[src/include/gpio_seq_defs.svh]
/*
 * Shared sizes for the GPIO walking-pin sequencer
 * Pin count, counter widths, bus widths, default ticks per unit
 */

`ifndef GPIO_SEQ_DEFS_SVH
`define GPIO_SEQ_DEFS_SVH

// Sequenced output pins
`define GPIO_NUM_PINS 34
`define GPIO_CNT_W 6         // Pin counter, holds 0 to 34

// Time-unit divider
`define GPIO_PRESCALER_W 14  // Units per pin
`define GPIO_DIV_W 28        // Fits prescaler max times ticks per unit

// Strobe bus
`define GPIO_BUS_DW 16
`define GPIO_BUS_AW 2

// 10 MHz clock, one unit is 1 ms
`define GPIO_TICKS_PER_MS 10000

`endif

[src/design/gpio_seq_pkg.sv]
/*
 * Shared types for the GPIO sequencer
 * Register address enum, sequencer state enum
 */

`include "gpio_seq_defs.svh"

package gpio_seq_pkg;

    // Register map on the strobe bus
    typedef enum logic [`GPIO_BUS_AW-1:0] {
        REG_CTRL     = 2'd0, // Enable, one-shot
        REG_PRESCALE = 2'd1, // Units per pin
        REG_CMD      = 2'd2, // Stop, irq clear, write only
        REG_STATUS   = 2'd3  // Running, irq, pin count, read only
    } reg_addr_e;

    // Run state of the walk
    typedef enum logic [1:0] {
        SEQ_IDLE,     // Counters cleared, gpio low
        SEQ_RUN,      // Walking
        SEQ_FINISHED  // One-shot walk over, waits for enable low
    } seq_state_e;

endpackage

[src/design/flex_counter.sv]
/*
 * Parameterized up-counter
 * Enable, synchronous clear, programmable rollover, registered flag
 */

`timescale 1ns/1ns

module flex_counter #(
    parameter int NUM_CNT_BITS = 4
) (
    input  logic                    clk,
    input  logic                    arst_n,
    input  logic                    count_enable,
    input  logic                    clear,
    input  logic [NUM_CNT_BITS-1:0] rollover_val,
    output logic [NUM_CNT_BITS-1:0] count_out,
    output logic                    rollover_flag
);
    logic [NUM_CNT_BITS-1:0] next_count;
    logic                    next_flag;
    logic                    roll_valid;

    // Zero rollover means never wrap and never flag
    assign roll_valid = (rollover_val != '0);

    always_comb begin
        // Back to 1 once the limit is reached, also if the limit dropped below count
        if (roll_valid && count_out >= rollover_val)
            next_count = NUM_CNT_BITS'(1);
        else
            next_count = count_out + 1'b1;
        next_flag = roll_valid && (next_count == rollover_val); // Flag lines up with count
    end

    always_ff @(posedge clk or negedge arst_n) begin
        if (!arst_n) begin
            count_out     <= '0;
            rollover_flag <= 1'b0;
        end else if (clear) begin  // Clear wins over enable
            count_out     <= '0;
            rollover_flag <= 1'b0;
        end else if (count_enable) begin
            count_out     <= next_count;
            rollover_flag <= next_flag;
        end
        // Disabled cycles hold both
    end

    // Flag only ever marks a nonzero count
    a_flag_nonzero: assert property (
        @(posedge clk) disable iff (!arst_n)
        rollover_flag |-> (count_out != '0)
    );

endmodule

[src/design/pin_sequencer.sv]
/*
 * Walking-pin sequencer
 * Run-state FSM, time-unit divider, pin counter, one-hot gpio register
 * Raises pin 0 to pin 33 in turn, each for prescaler x TICKS_PER_UNIT cycles
 */

`timescale 1ns/1ns
`include "gpio_seq_defs.svh"

module pin_sequencer #(
    parameter int TICKS_PER_UNIT = `GPIO_TICKS_PER_MS
) (
    input  logic                         clk,       // 10 MHz
    input  logic                         arst_n,
    input  logic                         run_en,    // CTRL.enable level
    input  logic                         one_shot,  // Stop after pin 33
    input  logic                         stop_req,  // One-cycle stop
    input  logic [`GPIO_PRESCALER_W-1:0] prescaler,
    output gpio_seq_pkg::seq_state_e     seq_state,
    output logic [`GPIO_CNT_W-1:0]       pin_count, // 0 none, n means pin n-1 high
    output logic                         walk_done, // Pulse as pin 33 ends
    output logic [`GPIO_NUM_PINS-1:0]    gpio
);
    localparam int DIV_W    = `GPIO_DIV_W;
    localparam int CNT_W    = `GPIO_CNT_W;
    localparam int NUM_PINS = `GPIO_NUM_PINS;

    gpio_seq_pkg::seq_state_e next_state;

    logic             advance;     // Walk may progress this cycle
    logic             div_enable;
    logic             div_flag;
    logic             unit_tick;   // One cycle per pin period
    logic             pin_roll;    // Pin counter sits at 34
    logic             pin_clear;
    logic [DIV_W-1:0] unit_period; // Cycles per pin
    logic [CNT_W-1:0] next_index;  // Pin to raise on the next tick
    logic [NUM_PINS-1:0] gpio_d;

    assign advance     = (seq_state == gpio_seq_pkg::SEQ_RUN) && run_en && !stop_req;
    assign unit_period = DIV_W'(prescaler) * DIV_W'(TICKS_PER_UNIT);
    assign div_enable  = advance && (prescaler != '0); // Zero prescaler holds the walk
    assign unit_tick   = div_flag && div_enable;
    assign walk_done   = unit_tick && pin_roll;
    assign pin_clear   = !advance || (walk_done && one_shot); // Last pin of a one-shot

    // Time-unit divider
    flex_counter #(.NUM_CNT_BITS(DIV_W)) unit_divider (
        .clk          (clk),
        .arst_n       (arst_n),
        .count_enable (div_enable),
        .clear        (!advance),
        .rollover_val (unit_period),
        .count_out    (),
        .rollover_flag(div_flag)
    );

    // Pin counter, 1 to 34
    flex_counter #(.NUM_CNT_BITS(CNT_W)) pin_counter (
        .clk          (clk),
        .arst_n       (arst_n),
        .count_enable (unit_tick),
        .clear        (pin_clear),
        .rollover_val (CNT_W'(NUM_PINS)),
        .count_out    (pin_count),
        .rollover_flag(pin_roll)
    );

    always_comb begin
        next_state = seq_state;
        case (seq_state)
            gpio_seq_pkg::SEQ_IDLE:
                if (run_en && !stop_req) next_state = gpio_seq_pkg::SEQ_RUN;
            gpio_seq_pkg::SEQ_RUN:
                if (!run_en || stop_req)      next_state = gpio_seq_pkg::SEQ_IDLE;
                else if (walk_done && one_shot) next_state = gpio_seq_pkg::SEQ_FINISHED;
            gpio_seq_pkg::SEQ_FINISHED:
                if (!run_en || stop_req) next_state = gpio_seq_pkg::SEQ_IDLE;
            default: next_state = gpio_seq_pkg::SEQ_IDLE;
        endcase
    end

    // Next pin is count-1 after the increment, so index equals current count
    assign next_index = pin_roll ? '0 : pin_count; // 33 wraps to 0

    always_comb begin
        gpio_d = gpio;                                   // Hold between ticks
        if (!advance)
            gpio_d = '0;                                 // Stop or leaving RUN
        else if (unit_tick)
            gpio_d = (pin_roll && one_shot) ? '0 : NUM_PINS'(1) << next_index;
    end

    always_ff @(posedge clk or negedge arst_n) begin
        if (!arst_n) begin
            seq_state <= gpio_seq_pkg::SEQ_IDLE;
            gpio      <= '0;
        end else begin
            seq_state <= next_state;
            gpio      <= gpio_d;    // Moves on the same edge as pin_count
        end
    end

    a_gpio_onehot: assert property (
        @(posedge clk) disable iff (!arst_n) $onehot0(gpio)
    );

    // No pin high unless walking
    a_gpio_run_only: assert property (
        @(posedge clk) disable iff (!arst_n)
        (gpio != '0) |-> (seq_state == gpio_seq_pkg::SEQ_RUN)
    );

endmodule

[src/design/seq_config_regs.sv]
/*
 * Register block for the walking-pin sequencer
 * CTRL, PRESCALE, CMD and STATUS on a single-cycle strobe bus
 * Stop pulse and sticky one-shot interrupt
 */

`timescale 1ns/1ns
`include "gpio_seq_defs.svh"

module seq_config_regs (
    input  logic                         clk,
    input  logic                         arst_n,
    input  logic                         wr_en,     // One-cycle write strobe
    input  logic                         rd_en,     // One-cycle read strobe
    input  logic [`GPIO_BUS_AW-1:0]      addr,
    input  logic [`GPIO_BUS_DW-1:0]      wdata,
    output logic [`GPIO_BUS_DW-1:0]      rdata,     // Valid with rd_valid
    output logic                         rd_valid,
    output logic                         run_en,    // CTRL bit 0
    output logic                         one_shot,  // CTRL bit 1
    output logic [`GPIO_PRESCALER_W-1:0] prescaler,
    output logic                         stop_req,
    input  gpio_seq_pkg::seq_state_e     seq_state,
    input  logic [`GPIO_CNT_W-1:0]       pin_count,
    input  logic                         walk_done,
    output logic                         irq        // Sticky, one-shot end
);
    localparam int DW = `GPIO_BUS_DW;
    localparam int PW = `GPIO_PRESCALER_W;

    gpio_seq_pkg::reg_addr_e reg_sel;

    logic          wr_ctrl;
    logic          wr_prescale;
    logic          wr_cmd;
    logic          stop_cmd;
    logic          irq_set;
    logic          irq_clr;
    logic          running;
    logic [DW-1:0] status_word;
    logic [DW-1:0] read_mux;

    assign reg_sel     = gpio_seq_pkg::reg_addr_e'(addr);
    assign wr_ctrl     = wr_en && (reg_sel == gpio_seq_pkg::REG_CTRL);
    assign wr_prescale = wr_en && (reg_sel == gpio_seq_pkg::REG_PRESCALE);
    assign wr_cmd      = wr_en && (reg_sel == gpio_seq_pkg::REG_CMD);
    assign stop_cmd    = wr_cmd && wdata[0];
    assign irq_clr     = wr_cmd && wdata[1];
    assign irq_set     = walk_done && one_shot; // End of a one-shot walk
    assign running     = (seq_state == gpio_seq_pkg::SEQ_RUN);

    always_comb begin
        status_word       = '0;
        status_word[0]    = running;
        status_word[1]    = irq;       // Pending interrupt
        status_word[13:8] = pin_count;
    end

    always_comb begin
        case (reg_sel)
            gpio_seq_pkg::REG_CTRL:     read_mux = DW'({one_shot, run_en});
            gpio_seq_pkg::REG_PRESCALE: read_mux = DW'(prescaler);
            gpio_seq_pkg::REG_STATUS:   read_mux = status_word;
            default:                    read_mux = '0; // CMD reads 0
        endcase
    end

    always_ff @(posedge clk or negedge arst_n) begin
        if (!arst_n) begin
            run_en    <= 1'b0;
            one_shot  <= 1'b0;
            prescaler <= '0;
            stop_req  <= 1'b0;
            irq       <= 1'b0;
            rd_valid  <= 1'b0;
        end else begin
            stop_req <= stop_cmd;        // One-cycle pulse
            rd_valid <= rd_en;
            if (wr_ctrl) begin
                run_en   <= wdata[0];
                one_shot <= wdata[1];
            end else if (stop_cmd) begin
                run_en <= 1'b0;          // Stop drops the enable
            end
            if (wr_prescale)
                prescaler <= wdata[PW-1:0];
            // Set beats a same-cycle clear
            if (irq_set)
                irq <= 1'b1;
            else if (irq_clr)
                irq <= 1'b0;
        end
    end

    // Read data, only loaded on a strobe
    always_ff @(posedge clk) begin
        if (rd_en)
            rdata <= read_mux;
    end

    // rd_valid answers a read strobe one cycle later and never on its own
    a_rd_valid_follows: assert property (
        @(posedge clk) disable iff (!arst_n)
        rd_valid |-> $past(rd_en)
    );

endmodule

[src/design/gpio_seq_top.sv]
/*
 * Top level of the GPIO walking-pin sequencer
 * Register block beside the sequencer it configures
 */

`timescale 1ns/1ns
`include "gpio_seq_defs.svh"

module gpio_seq_top #(
    parameter int TICKS_PER_UNIT = `GPIO_TICKS_PER_MS // Cycles per prescaler unit
) (
    input  logic                      clk,
    input  logic                      arst_n,
    input  logic                      wr_en,
    input  logic                      rd_en,
    input  logic [`GPIO_BUS_AW-1:0]   addr,
    input  logic [`GPIO_BUS_DW-1:0]   wdata,
    output logic [`GPIO_BUS_DW-1:0]   rdata,
    output logic                      rd_valid,
    output logic                      irq,      // To the management core
    output logic [`GPIO_NUM_PINS-1:0] gpio      // Breakout pins
);
    // Config to sequencer
    logic                         run_en;
    logic                         one_shot;
    logic [`GPIO_PRESCALER_W-1:0] prescaler;
    logic                         stop_req;

    // Sequencer status back
    gpio_seq_pkg::seq_state_e     seq_state;
    logic [`GPIO_CNT_W-1:0]       pin_count;
    logic                         walk_done;

    seq_config_regs regs (
        .clk       (clk),
        .arst_n    (arst_n),
        .wr_en     (wr_en),
        .rd_en     (rd_en),
        .addr      (addr),
        .wdata     (wdata),
        .rdata     (rdata),
        .rd_valid  (rd_valid),
        .run_en    (run_en),
        .one_shot  (one_shot),
        .prescaler (prescaler),
        .stop_req  (stop_req),
        .seq_state (seq_state),
        .pin_count (pin_count),
        .walk_done (walk_done),
        .irq       (irq)
    );

    pin_sequencer #(.TICKS_PER_UNIT(TICKS_PER_UNIT)) sequencer (
        .clk       (clk),
        .arst_n    (arst_n),
        .run_en    (run_en),
        .one_shot  (one_shot),
        .stop_req  (stop_req),
        .prescaler (prescaler),
        .seq_state (seq_state),
        .pin_count (pin_count),
        .walk_done (walk_done),
        .gpio      (gpio)
    );

endmodule

[config.mk]
export PLATFORM = sky130hd
export DESIGN_NAME = gpio_seq_top
export DESIGN_NICKNAME = d
export VERILOG_FILES = /design/src/design/gpio_seq_pkg.sv /design/src/design/flex_counter.sv /design/src/design/pin_sequencer.sv /design/src/design/seq_config_regs.sv /design/src/design/gpio_seq_top.sv
export VERILOG_INCLUDE_DIRS = /design/src /design/src/include
export SDC_FILE = /design/constraint.sdc
export NUM_CORES = 1
export LEC_CHECK = 0
export ABC_CLOCK_PERIOD_IN_PS = 6090
export BUFFER_PORTS_ARGS = -buffer_cell sky130_fd_sc_hd__buf_2
export CAP_MARGIN = 40
export CORE_MARGIN = 3
export CORE_UTILIZATION = 40
export CTS_CLUSTER_DIAMETER = 30
export DETAILED_ROUTE_END_ITERATION = 10
export GPL_TIMING_DRIVEN = 0
export PLACE_DENSITY = 0.69
export SKIP_CTS_REPAIR_TIMING = 1
export SLEW_MARGIN = 40
export SYNTH_ARGS = -nofsm -noshare
export SYNTH_HDL_FRONTEND = slang
export SYNTH_SLANG_ARGS = --single-unit
export TNS_END_PERCENT = 100
[constraint.sdc]
create_clock -name clk -period 6.09 [get_ports clk]
set_clock_uncertainty 0.2 [all_clocks]
set_input_delay 0.609 -clock clk [delete_from_list [all_inputs] [get_ports clk]]
set_output_delay 0.609 -clock clk [all_outputs]
set_load 0.01 [all_outputs]
Word level (Yosys, flattened, before mapping):

Cells that the tools add are included.

* bits in latches: 0
* memories: 0
* output and inout port bits: 52
* input port bits: 22
* word-level logic and storage cells: 83
* memory bits (read-only): 0
* register bits after elaboration: 107
* memory bits (writable): 0

* multiplexer cells: 24
* reduce and logical (&&, ||, !) cells: 28
* shifts and indexed selects: 1
* multipliers: 1
* $add $sub $neg: 2
* magnitude comparators: 2
* bitwise logic cells: 0
* divide/modulo/power cells: 0
* eq/ne operators: 12

Operators by type and width (count)
* $mux 34: 3
* $mux 28: 3
* $pmux 14 s3: 1
* $shl 1x6->34 const A: 1
* $add 28x1->28 const B: 1
* $eq 28x28->1: 1
* $ge 28x28->1: 1
* $reduce_bool 28->1: 1
* $mul 14x10->24 const B: 1
* $mux 6: 4
* $logic_and 1x1->1: 15
* $reduce_bool 14->1: 1
* $mux 1: 8
* $mux 2: 4
* $add 6x1->6 const B: 1
* $eq 2x2->1 const B: 3
* $eq 6x6->1 const B: 1
* $ge 6x6->1 const B: 1
* $pmux 2 s3: 1
* $reduce_bool 2->1: 3
* $eq 2x1->1 const B: 2
* $logic_not 2->1: 2
* $ne 2x1->1 const B: 2
* $ne 2x2->1 const B: 2
* other kinds (4): 7

Logic depth before layout (Yosys ltp):

Gate-level depths: netlist of run 1.

* depth after elaboration: 10
* depth in mapped cells: 28
* gate-level depth less buffers: 25

Cells and area by module:

A second synthesis of run 1 with hierarchy kept.

* cell total of the unflattened synthesis: 1030
* area total of the unflattened synthesis: 9420.3 um2

Modules (own cells, without submodules)
* pin_sequencer: cells an instance 423, seq. area each 900.9 um2, area an instance 3997.6 um2, times used 1
* flex_counter at sequencer.unit_divider: cells an instance 426, seq. area each 725.7 um2, area an instance 3288.2 um2, times used 1
* seq_config_regs: cells an instance 91, seq. area each 895.9 um2, area an instance 1422.6 um2, times used 1
* flex_counter at sequencer.pin_counter: cells an instance 90, seq. area each 175.2 um2, area an instance 711.9 um2, times used 1

Worst setup path after synthesis of run 1:

Ideal clock, no wire load.

* path type: flip-flop to flip-flop
* from: reg regs.prescaler[8]
* to: reg sequencer.unit_divider.rollover_flag
* required time: 5798 ps
* clock period less this slack: 6605 ps
* setup slack: -515 ps
* cell stages (with the launch flop): 25
* buffers on the path: 1
* data arrival time: 6313 ps
* library setup time: 92 ps
* cell sequence: dfrtp_1 -> fa_1 -> ha_1 -> fa_1 -> ha_1 -> fa_1 -> ha_1 -> buf_2 -> a21oi_4 -> nand2_1 -> or2_1 -> a21oi_1 -> xnor2_1 -> inv_1 -> ha_1 -> a21oi_1 -> o21ai_0 -> a211oi_1 -> a211oi_1 -> a221oi_1 -> a41oi_2 -> mux2_2 -> a31oi_1 -> or4_4 -> o31ai_2

* cells in the longest elaborated chain, start to end: 8
* elaborated cells between the ends (all ways): 12
* those cells by class: 1 x mul; 1 x order compare; 2 x eq/ne; 3 x mux; 5 x reduce/logical

RTL lines
* start, declared: RTL line seq_config_regs.sv:21 `` output logic [`GPIO_PRESCALER_W-1:0] prescaler, ``
* start signal, assigned: RTL line seq_config_regs.sv:86 `prescaler <= wdata[PW-1:0];`
* $mul 14x10->24: RTL line pin_sequencer.sv:41 `assign unit_period = DIV_W'(prescaler) * DIV_W'(TICKS_PER_UNIT);`
* $ge 28x28->1 or $reduce_bool 28->1 (tied branches): RTL line flex_counter.sv:28, flex_counter.sv:24
* $logic_and 1x1->1: RTL line flex_counter.sv:28 `if (roll_valid && count_out >= rollover_val)`
* $mux 28: RTL line flex_counter.sv:28
* $eq 28x28->1: RTL line flex_counter.sv:32 `next_flag = roll_valid && (next_count == rollover_val);`
* $logic_and 1x1->1: RTL line flex_counter.sv:32
* $mux 1: RTL line flex_counter.sv:42 `end else if (count_enable) begin`
* $mux 1: RTL line flex_counter.sv:39 `end else if (clear) begin`
* end signal, assigned: RTL line flex_counter.sv:44 `rollover_flag <= next_flag;`
* end, declared: RTL line flex_counter.sv:17 `output logic rollover_flag`

Several ways; a longest one is shown, not always the timed one. The select of a mux whose other input is x is not followed.
A chain may end at the register's enable or synchronous reset.

Worst setup path after layout of run 1:

Same ends and word-level chain as after synthesis.

==> results of run 1 <==
sequential cells by signal (all words and copies together), names as in the netlist:
register,cells
regs.irq,1
regs.one_shot,1
regs.prescaler,14
regs.rd_valid,1
regs.rdata,14
regs.run_en,1
regs.stop_req,1
sequencer.gpio,34
sequencer.pin_counter.count_out,6
sequencer.pin_counter.rollover_flag,1
sequencer.seq_state,2
sequencer.unit_divider.count_out,28
sequencer.unit_divider.rollover_flag,1
cell type report:
type | count | area, µm² | area share (%)
Buffer | 34 | 178 | 1.67
Clock buffer | 9 | 225 | 2.12
Clock inverter | 7 | 85.1 | 0.800
Inverter | 64 | 240 | 2.26
Multi-Input combinational cell | 732 | 6060 | 57.0
Sequential cell | 105 | 2710 | 25.5
Tap cell | 275 | 344 | 3.23
Timing Repair Buffer | 118 | 790 | 7.42
cell usage in the layout (no fill, tap or decap), types with 14 or more instances in the layout:
cell type / instances
fa_1: 26
a21oi_1: 37
dfrtp_1: 80
nand3_1: 26
xnor2_1: 36
a22o_1: 14
mux2_2: 15
xor2_1: 16
buf_2: 67
ha_4: 16
ha_1: 83
and3_1: 14
edfxtp_1: 14
clkbuf_1: 23
nor2_1: 63
nor3_1: 14
nand2_1: 76
o21ai_0: 57
nand4_1: 16
nor2b_1: 23
buf_4: 47
inv_1: 61
cell families after synthesis:
family,count (synthesis),synth area share [%]
xor+xnor,58,6.03
compound gates,208,15.7
buf+inv,100,4.53
mux,25,3.12
other cells,1,0.0433
fa+ha+maj,128,21.0
simple gates,311,18.5
flops,105,31.1
layer usage:
layer	share of wire, %	vias up	global-route usage (%)
met1	45	3637	25.7
met4	1.6	0	3.61
met3	4.7	38	3.34
met2	49	189	30.9
li1	-	3610	-
met5	0	-	0
Yosys cell counts, drive strengths merged (18+ instances only):
| cell type | number | area (µm²) |
|---|---|---|
| a21oi | 51 | 267 |
| clkbuf | 28 | 105 |
| dfrtp | 91 | 2280 |
| fa | 29 | 581 |
| ha | 99 | 1240 |
| inv | 64 | 240 |
| nand2 | 76 | 285 |
| nand3 | 26 | 130 |
| nor2 | 65 | 244 |
| nor2b | 24 | 158 |
| nor3 | 19 | 95.1 |
| o21ai | 69 | 345 |
| xnor2 | 40 | 350 |
| xor2 | 18 | 173 |
worst max-delay path by stage:
| stage | startpoint | to | slack, ns | cells past startpoint |
|---|---|---|---|---|
| after global placement | regs.prescaler[9]$_DFFE_PN0P_ | sequencer.unit_divider.rollover_flag$_DFFE_PN0P_ | -0.93 | 26 |
| after CTS | regs.prescaler[8]$_DFFE_PN0P_ | sequencer.unit_divider.rollover_flag$_DFFE_PN0P_ | -1.16 | 26 |
| after detailed placement | regs.prescaler[8]$_DFFE_PN0P_ | sequencer.unit_divider.rollover_flag$_DFFE_PN0P_ | -1.10 | 26 |
| after floorplan | regs.prescaler[7]$_DFFE_PN0P_ | sequencer.unit_divider.rollover_flag$_DFFE_PN0P_ | -0.28 | 24 |
| after global routing | regs.prescaler[8]$_DFFE_PN0P_ | sequencer.unit_divider.rollover_flag$_DFFE_PN0P_ | -1.02 | 24 |
| final | regs.prescaler[8]$_DFFE_PN0P_ | sequencer.unit_divider.rollover_flag$_DFFE_PN0P_ | -0.80 | 23 |
stage by stage:
step	hold WS [ns]	utilization, %	cells	setup WS [ns]
after global placement	0.244	44.7	1280	-0.929
after floorplan	0.113	-	937	-0.278
after global routing	0.272	50.3	1344	-1.02
after CTS	-0.115	46.3	1297	-1.16
after detailed placement	0.253	44.8	1281	-1.10
final	0.276	50.3	1344	-0.797
==> run summary, run 1 <==
worst slew pin tran - 0.706 ns
fillers - 1909
GRT Util Overall - 18.6%
drt first pass iters - 5
H-tree levels - 3
DRC - 0
CP Class - reg2reg
clock sink count - 105
Rows - 53
Reg clk slew, reported paths - 0.08 ns
grt ovf - 0
Die Width - 153 µm
number of synthesis warnings - 0
failing checks - negative setup slack
Tmin final - 6.89 ns
# IOs - 74
Post-Syn Instances - 936
post-synthesis sequential area ratio - 31.1%
via/cell ratio - 5.56
delay-heaviest family, CP - adder cells
DRT antenna net count - 0
initial antenna violation count - 0
Hold Violations, Final - 0
Detailed Route Iter0 Violations - 473
crit-path most repeated cell - ha_4
vias in the first global route - 7155
global-route wire length before repair - 36.4 mm
Most used DFF post-synth - dfrtp_1
CP endpoint kind - flip-flop
clk buf depth - 2
Vias - 7474
worst hold path endpoint - sequencer.seq_state[0]$_DFFE_PN0P_
Slew Viols, Final - 0
Startpoint Class - flip-flop
Syn Area/Cell - 9.26 µm²
share of layout cells above drive strength 1 - 23.1%
Fin Setup TNS - -18.78 ns
slack of the critical path - -0.797 ns
status - complete, but fails checks
die height - 153 µm
Achievable Freq - 145 MHz
CORE AREA - 0.0212 mm²
crit path max fanout - 7
fin nets - 1214
worst path buffer plus inverter count - 1
min-delay worst type - reg2reg
die area - 0.0235 mm²
worst reg2reg startpoint - regs.prescaler[8]$_DFFE_PN0P_
Area Overhead vs Synth - 22.7%
hold path cells - 1
Slew Limit Headroom - 52.8%
fraction of registers with async set/reset - 86.7%
Routed Wire Length - 22.8 mm
Root Driver - clkbuf_16
GPL Wtd Cong - 0.857
Port Buf Inserts - 68
CP cell instances - fa_1 > ha_4 > fa_1 > ha_4 > fa_2 > ha_4 > a21oi_4 > buf_6 > o221ai_2 > a31oi_2 > nand2_1 > xnor2_2 > ha_1 > a21oi_2 > o21ai_2 > a211oi_2 > o211ai_1 > a221oi_2 > a41oi_4 > mux2_4 > a31oi_2 > or4_4 > o31ai_4
Placed Instance Area - 0.00948 mm²
Final Setup Violations - 29
post-DP HPWL - 16.4 mm
Skew-Pair Late Insertion Delay - 0.37 ns
CTS tree - built
WL/cell - 16.9 µm
R2R Path End - sequencer.unit_divider.rollover_flag$_DFFE_PN0P_
reg2reg setup slack - -0.80 ns
CTS buffer count - 9
MaxCap Viol Count - 0
WP data arrival - 6.96 ns
Post-synth EDFFs - 14
RSZ-0062 raised after global routing - true
Worst path max stage delay - 0.59 ns
WP data required - 6.16 ns
Hold Startpoint - sequencer.seq_state[1]$_DFFE_PN0P_
largest net degree at the start of global routing - 67
reg2reg path depth - 23
Starting Density - 41.0%
Seq cells post-synth - 105
library cells used by synthesis - 72
Synth Cell Area - 0.00867 mm²
post-route clock period utilization - 113%
CP max-delay cell - fa_1
final std cell area, no fill - 0.0106 mm²
Diodes inserted - 0
Power of run 1 is left out: the tool's default activity adds up to more than one toggle a clock period on the data nets, which glitch-free logic cannot reach.
==> run 2, diff against run 1 <==
- CORE_ASPECT_RATIO: unset -> 0.9
==> run 2 against run 1 <==
The run still ends with negative setup slack left. Register-to-register slack better by 0.18 ns. Non-clock buffer count is 5 higher. Hold slack worse by 0.020 ns. Clock-buffer cell count is 1 higher. Fmax is 2.7% higher. Die area hardly changed. Utilization is 1.3 points higher. Design area is 1.9% higher. Global-route usage is 0.35 points higher. Critical path depth is 1 higher. Wire length is 4.1% higher.
==> run summary, run 2 (synthesis gave the netlist of run 1 again) <==
Slew Limit Headroom - 40.9% (-12 points)
CTS buffer count - 9 (unchanged)
global-route wire length before repair - 36.2 mm (-0.38%)
failing checks - negative setup slack
Achievable Freq - 149 MHz (+2.7%)
Rows - 50 (-5.7%)
area occupied by registers - 0.00271 mm² (unchanged)
Routed Wire Length - 23.7 mm (+4.1%)
Final Setup Violations - 29 (unchanged)
Detailed Route Iter0 Violations - 590 (+25%)
Fin Setup TNS - -12.37 ns (+6.41 ns)
status - complete, but fails checks
post-route clock period utilization - 110% (-2.9 points)
routing usage on met1 - 27.7% (+2.0 points)
Area Overhead vs Synth - 25.0%
drt first pass iters - 5 (unchanged)
Reg clk slew, reported paths - 0.08 ns (about the same)
CTS tree - built
clk buf depth - 2 (unchanged)
crit path max fanout - 6 (-1)
share of layout cells above drive strength 1 - 26.2% (+3.1 points)
vias in the first global route - 6901 (-3.5%)
CP endpoint kind - flip-flop
die height - 146 µm (-4.9%)
H-tree levels - 3 (unchanged)
Tmin final - 6.71 ns (-0.178 ns)
largest net degree at the start of global routing - 67 (unchanged)
Worst path max stage delay - 0.60 ns (about the same)
DRC - 0 (unchanged)
# IOs - 74 (unchanged)
WP data required - 6.17 ns (about the same)
Skew-Pair Late Insertion Delay - 0.36 ns (about the same)
Root Driver - clkbuf_16
Startpoint Class - flip-flop
CP max-delay cell - fa_1
GRT Util Overall - 19.0% (+0.35 points)
CP Class - reg2reg
Slew Viols, Final - 0 (unchanged)
met2 Use GR - 29.6% (-1.3 points)
max reg flops - 34 (unchanged)
area occupied by multi-input gates - 0.00621 mm² (+2.5%)
Starting Density - 41.2% (+0.26 points)
met3 GRT Util - 3.41% (+0.074 points)
fin nets - 1219 (+0.41%)
CP cell instances - fa_1 > ha_4 > fa_2 > ha_4 > fa_2 > ha_4 > a21oi_4 > nand2_2 > or2_1 > a21oi_2 > xnor2_2 > inv_2 > ha_4 > a21oi_2 > o21ai_2 > a211oi_2 > o211ai_1 > a221oi_2 > a41oi_2 > buf_6 > mux2_4 > a31oi_2 > or4_4 > o31ai_2
post-DP HPWL - 17.2 mm (+4.7%)
clock sink count - 105 (unchanged)
initial antenna violation count - 0 (unchanged)
WL/cell - 17.4 µm (+2.9%)
Die Width - 161 µm (+5.2%)
min-delay worst type - reg2reg
Largest regs - sequencer.gpio x34, sequencer.unit_divider.count_out x28
die area - 0.0235 mm² (about the same)
WP data arrival - 6.78 ns (-0.18 ns)
Hold Violations, Final - 0 (unchanged)
Port Buf Inserts - 68 (unchanged)
Biggest register - sequencer.gpio
worst path buffer plus inverter count - 2 (+1)
Vias - 7495 (+0.28%)
DRT antenna net count - 0 (unchanged)
delay-heaviest family, CP - adder cells
via/cell ratio - 5.51 (-0.90%)
RSZ-0062 raised after global routing - true
slack of the critical path - -0.618 ns (+0.178 ns)
GRT busiest layer - met2
grt ovf - 0 (unchanged)
Diodes inserted - 0 (unchanged)
MaxCap Viol Count - 0 (unchanged)
most frequent cells in the layout - 80 x ha_1, 80 x dfrtp_1, 74 x nand2_1, 67 x buf_2, 60 x inv_1
fillers - 1921 (+0.63%)
CORE AREA - 0.0210 mm² (-0.63%)
crit-path most repeated cell - ha_4
GPL Wtd Cong - 0.866 (+1.0%)
worst slew pin tran - 0.887 ns (+0.181 ns)
run 2: cell types whose count changed in the layout (fill, tap and decap cells not counted), moves of 5 or more:
cell and delta:
o21ai_1 +9, buf_4 +5, o21ai_0 -13, nor2_1 -8, a21oi_2 +6, a21oi_1 -7
run 2: worst reg2reg max path, delay by kind of cell, from the launching register on:
| family | cells | cell delay, ns |
|---|---|---|
| fa+ha+maj | 7 | 2.64 |
| compound gates | 10 | 1.78 |
| simple gates | 3 | 0.92 |
| flops | 1 | 0.47 |
| buf+inv | 2 | 0.26 |
| mux | 1 | 0.20 |
| xor+xnor | 1 | 0.16 |
run 2: final cells by class:
class / instances / share of cell area, %
inverter: 64 / 2.22
multi-input combinational: 732 / 57.3
tap: 286 / 3.30
sequential: 105 / 25.0
buffer: 34 / 1.78
clock inverter: 6 / 0.577
clock buffer: 10 / 2.31
timing repair buffer: 123 / 7.47
run 2: routing by layer:
metal,vias to the layer above,share of wire (%)
met4,0,1.7
met3,29,4.5
li1,3608,-
met5,-,0
met1,3663,47
met2,195,47
run 2: worst paths after layout:
check                                                    from                                                to  slack [ns]  depth (start not counted)
setup reg to reg                regs.prescaler[8]$_DFFE_PN0P_  sequencer.unit_divider.rollover_flag$_DFFE_PN0P_       -0.62                         24
hold reg to reg            sequencer.seq_state[1]$_DFFE_PN0P_                sequencer.seq_state[0]$_DFFE_PN0P_        0.26                          1
max in group asynchronous                              arst_n                     regs.prescaler[8]$_DFFE_PN0P_        4.59                          3
setup / recovery                regs.prescaler[8]$_DFFE_PN0P_  sequencer.unit_divider.rollover_flag$_DFFE_PN0P_       -0.62                         24
hold / removal             sequencer.seq_state[1]$_DFFE_PN0P_                sequencer.seq_state[0]$_DFFE_PN0P_        0.26                          1
min in group asynchronous                              arst_n                    sequencer.gpio[21]$_DFFE_PN0P_        0.48                          2
run 2: stage by stage:
stage          hold slack (ns)  util [%]  cell area (µm²)  worst slack (ns)  std cells
3_5_place_dp             0.249      45.2             9500             -1.10       1292
6_report                 0.256      51.6            10800            -0.618       1360
2_1_floorplan            0.113         -             8760            -0.278        937
5_1_grt                  0.265      51.6            10800            -0.780       1360
3_3_place_gp             0.235      45.0             9460             -1.01       1291
4_1_cts                 -0.127      46.7             9810             -1.13       1308
Power of run 2 is left out for the same reason.
==> run 3, diff against run 2 <==
- CTS_BUF_LIST: unset -> sky130_fd_sc_hd__clkbuf_2 sky130_fd_sc_hd__clkbuf_4 sky130_fd_sc_hd__clkbuf_8
==> run 3 against run 2 <==
Hold slack got worse by 0.014 ns. The flow still finishes with violations (negative setup slack). Clock-buffer cell count shrank 1. Register-to-register slack hardly changed. First-iteration DRC count increased by 8.6%. Utilization is 0.68 points lower. Non-clock buffer count increased by 9. Design area is 1.3% lower. Sequential share of layout area grew 0.33 points. Highest routed layer unchanged.
==> run summary, run 3 (synthesis gave the netlist of run 1 again) <==
Slew Viols, Final - 0 (unchanged)
die area - 0.0235 mm² (unchanged)
GRT Util Overall - 18.9% (about the same)
Detailed Route Iter0 Violations - 641 (+8.6%)
via/cell ratio - 5.51 (about the same)
Non-Filler Instances - 1369 (+0.66%)
fin nets - 1228 (+0.74%)
Tmin final - 6.71 ns (+0.00299 ns)
Worst path max stage delay - 0.60 ns (about the same)
DR top layer - met4
CP Class - reg2reg
initial antenna violation count - 0 (unchanged)
Final Setup Violations - 29 (unchanged)
drt first pass iters - 5 (unchanged)
Die Width - 161 µm (unchanged)
Startpoint Class - flip-flop
Largest regs - sequencer.gpio x34, sequencer.unit_divider.count_out x28
share of layout cells above drive strength 1 - 24.8% (-1.3 points)
Port Buf Inserts - 68 (unchanged)
Met3 Wirelength - 1.11 mm (+5.0%)
WL/cell - 17.3 µm (-0.96%)
Rows - 50 (unchanged)
area occupied by registers - 0.00271 mm² (unchanged)
clock sink count - 105 (unchanged)
RSZ-0062 raised after global routing - true
Routed Wire Length - 23.6 mm (-0.31%)
max reg flops - 34 (unchanged)
Starting Density - 41.2% (unchanged)
GPL Wtd Cong - 0.866 (unchanged)
clk buf depth - 2 (unchanged)
crit-path most repeated cell - ha_4
status - complete, but fails checks
Reg clk slew, reported paths - 0.11 ns (+0.03 ns)
DRC - 0 (unchanged)
area occupied by multi-input gates - 0.00613 mm² (-1.3%)
Root Driver - clkbuf_8
min-delay worst type - in2reg
worst slew pin tran - 0.784 ns (-0.103 ns)
commonest non-fill, non-tap cell in the layout - dfrtp_1
Area Overhead vs Synth - 23.4%
Slew Limit Headroom - 47.0% (+6.1 points)
WP data required - 6.21 ns (+0.04 ns)
M1 wire length - 11.0 mm (-0.99%)
post-DP HPWL - 17.2 mm (unchanged)
crit path max fanout - 7 (+1)
Fin Setup TNS - -13.42 ns (-1.05 ns)
grt ovf - 0 (unchanged)
Diodes inserted - 0 (unchanged)
Skew-Pair Late Insertion Delay - 0.39 ns (+0.03 ns)
CTS buffer count - 9 (unchanged)
failing checks - negative setup slack
H-tree levels - 3 (unchanged)
CP endpoint kind - flip-flop
CORE AREA - 0.0210 mm² (unchanged)
vias in the first global route - 6891 (-0.14%)
CP max-delay cell - fa_1
placed cell count - 1292 (unchanged)
WP data arrival - 6.83 ns (+0.05 ns)
slack of the critical path - -0.621 ns (-0.00299 ns)
CP cell instances - fa_1 > ha_4 > fa_1 > ha_4 > fa_1 > ha_4 > buf_6 > nand4_1 > buf_4 > a21oi_4 > a21oi_2 > xnor2_2 > inv_2 > ha_4 > a21oi_2 > o21ai_2 > a211oi_2 > o211ai_1 > a221oi_2 > a41oi_4 > mux2_4 > a31oi_1 > or4_4 > o31ai_2
Achievable Freq - 149 MHz (about the same)
MaxCap Viol Count - 0 (unchanged)
largest net degree at the start of global routing - 67 (unchanged)
Util after Layout - 50.9% (-0.68 points)
fillers - 1930 (+0.47%)
Biggest register - sequencer.gpio
Vias - 7549 (+0.72%)
CTS tree - built
metal2 WL - 11.1 mm (-0.84%)
Hold Violations, Final - 0 (unchanged)
# IOs - 74 (unchanged)
die height - 146 µm (unchanged)
post-route clock period utilization - 110% (about the same)
global-route wire length before repair - 36.2 mm (-0.12%)
DRT antenna net count - 0 (unchanged)
most frequent cells in the layout - 80 x dfrtp_1, 78 x ha_1, 74 x nand2_1, 68 x buf_2, 63 x nor2_1
==> run 3: cell types whose count changed in the layout (fill, tap and decap cells not counted), moves of 4 or more <==
| cell | delta |
|---|---|
| clkbuf_16 | -10 |
| o21ai_0 | +13 |
| nor2_4 | -4 |
| o21ai_1 | -8 |
| nor2_1 | +8 |
| o21ai_2 | -5 |
| nor2_2 | -4 |
| buf_4 | +9 |
| clkbuf_8 | +9 |
==> run 3: layout make-up <==
type	count	share of cell area, %
Multi-Input combinational cell	732	57.4
Sequential cell	105	25.4
Timing Repair Buffer	132	8.08
Tap cell	286	3.35
Inverter	64	2.25
Buffer	34	1.59
Clock buffer	9	1.16
Clock inverter	7	0.866
==> run 3: path summary, 6_finish.rpt <==
check                                              startpoint                                          endpoint  slack, ns  depth (start not counted)
max reg2reg                     regs.prescaler[9]$_DFFE_PN0P_  sequencer.unit_divider.rollover_flag$_DFFE_PN0P_      -0.62                         24
max                             regs.prescaler[9]$_DFFE_PN0P_  sequencer.unit_divider.rollover_flag$_DFFE_PN0P_      -0.62                         24
max in group asynchronous                              arst_n                     regs.prescaler[8]$_DFFE_PN0P_       4.63                          3
min reg2reg                sequencer.seq_state[1]$_DFFE_PN0P_                sequencer.seq_state[0]$_DFFE_PN0P_       0.27                          1
min                                                  wdata[7]                     regs.prescaler[7]$_DFFE_PN0P_       0.24                          2
min in group asynchronous                              arst_n                    sequencer.gpio[21]$_DFFE_PN0P_       0.42                          2
==> run 3: routing by layer <==
layer / GRT usage (%) / up-vias
met1: 27.6 / 3673
met2: 29.6 / 218
met4: 4.26 / 0
li1: - / 3628
met5: 0 / -
met3: 3.36 / 30
==> run 3: worst max-delay path: cells and delay by family (launching register included) <==
family | cells | cell delay, ns
compound gates | 10 | 1.73
xor+xnor | 1 | 0.21
fa+ha+maj | 7 | 2.57
buf+inv | 3 | 0.43
flops | 1 | 0.48
mux | 1 | 0.25
simple gates | 2 | 0.75
==> run 3: metrics by stage <==
step	hold slack, ns	instance area [µm²]	worst slack [ns]
floorplan	0.113	8760	-0.278
global placement	0.235	9460	-1.01
detailed placement	0.249	9500	-1.10
CTS	-0.180	9710	-1.14
global route	0.233	10700	-0.812
finish	0.242	10700	-0.621
Power of run 3 is left out for the same reason.
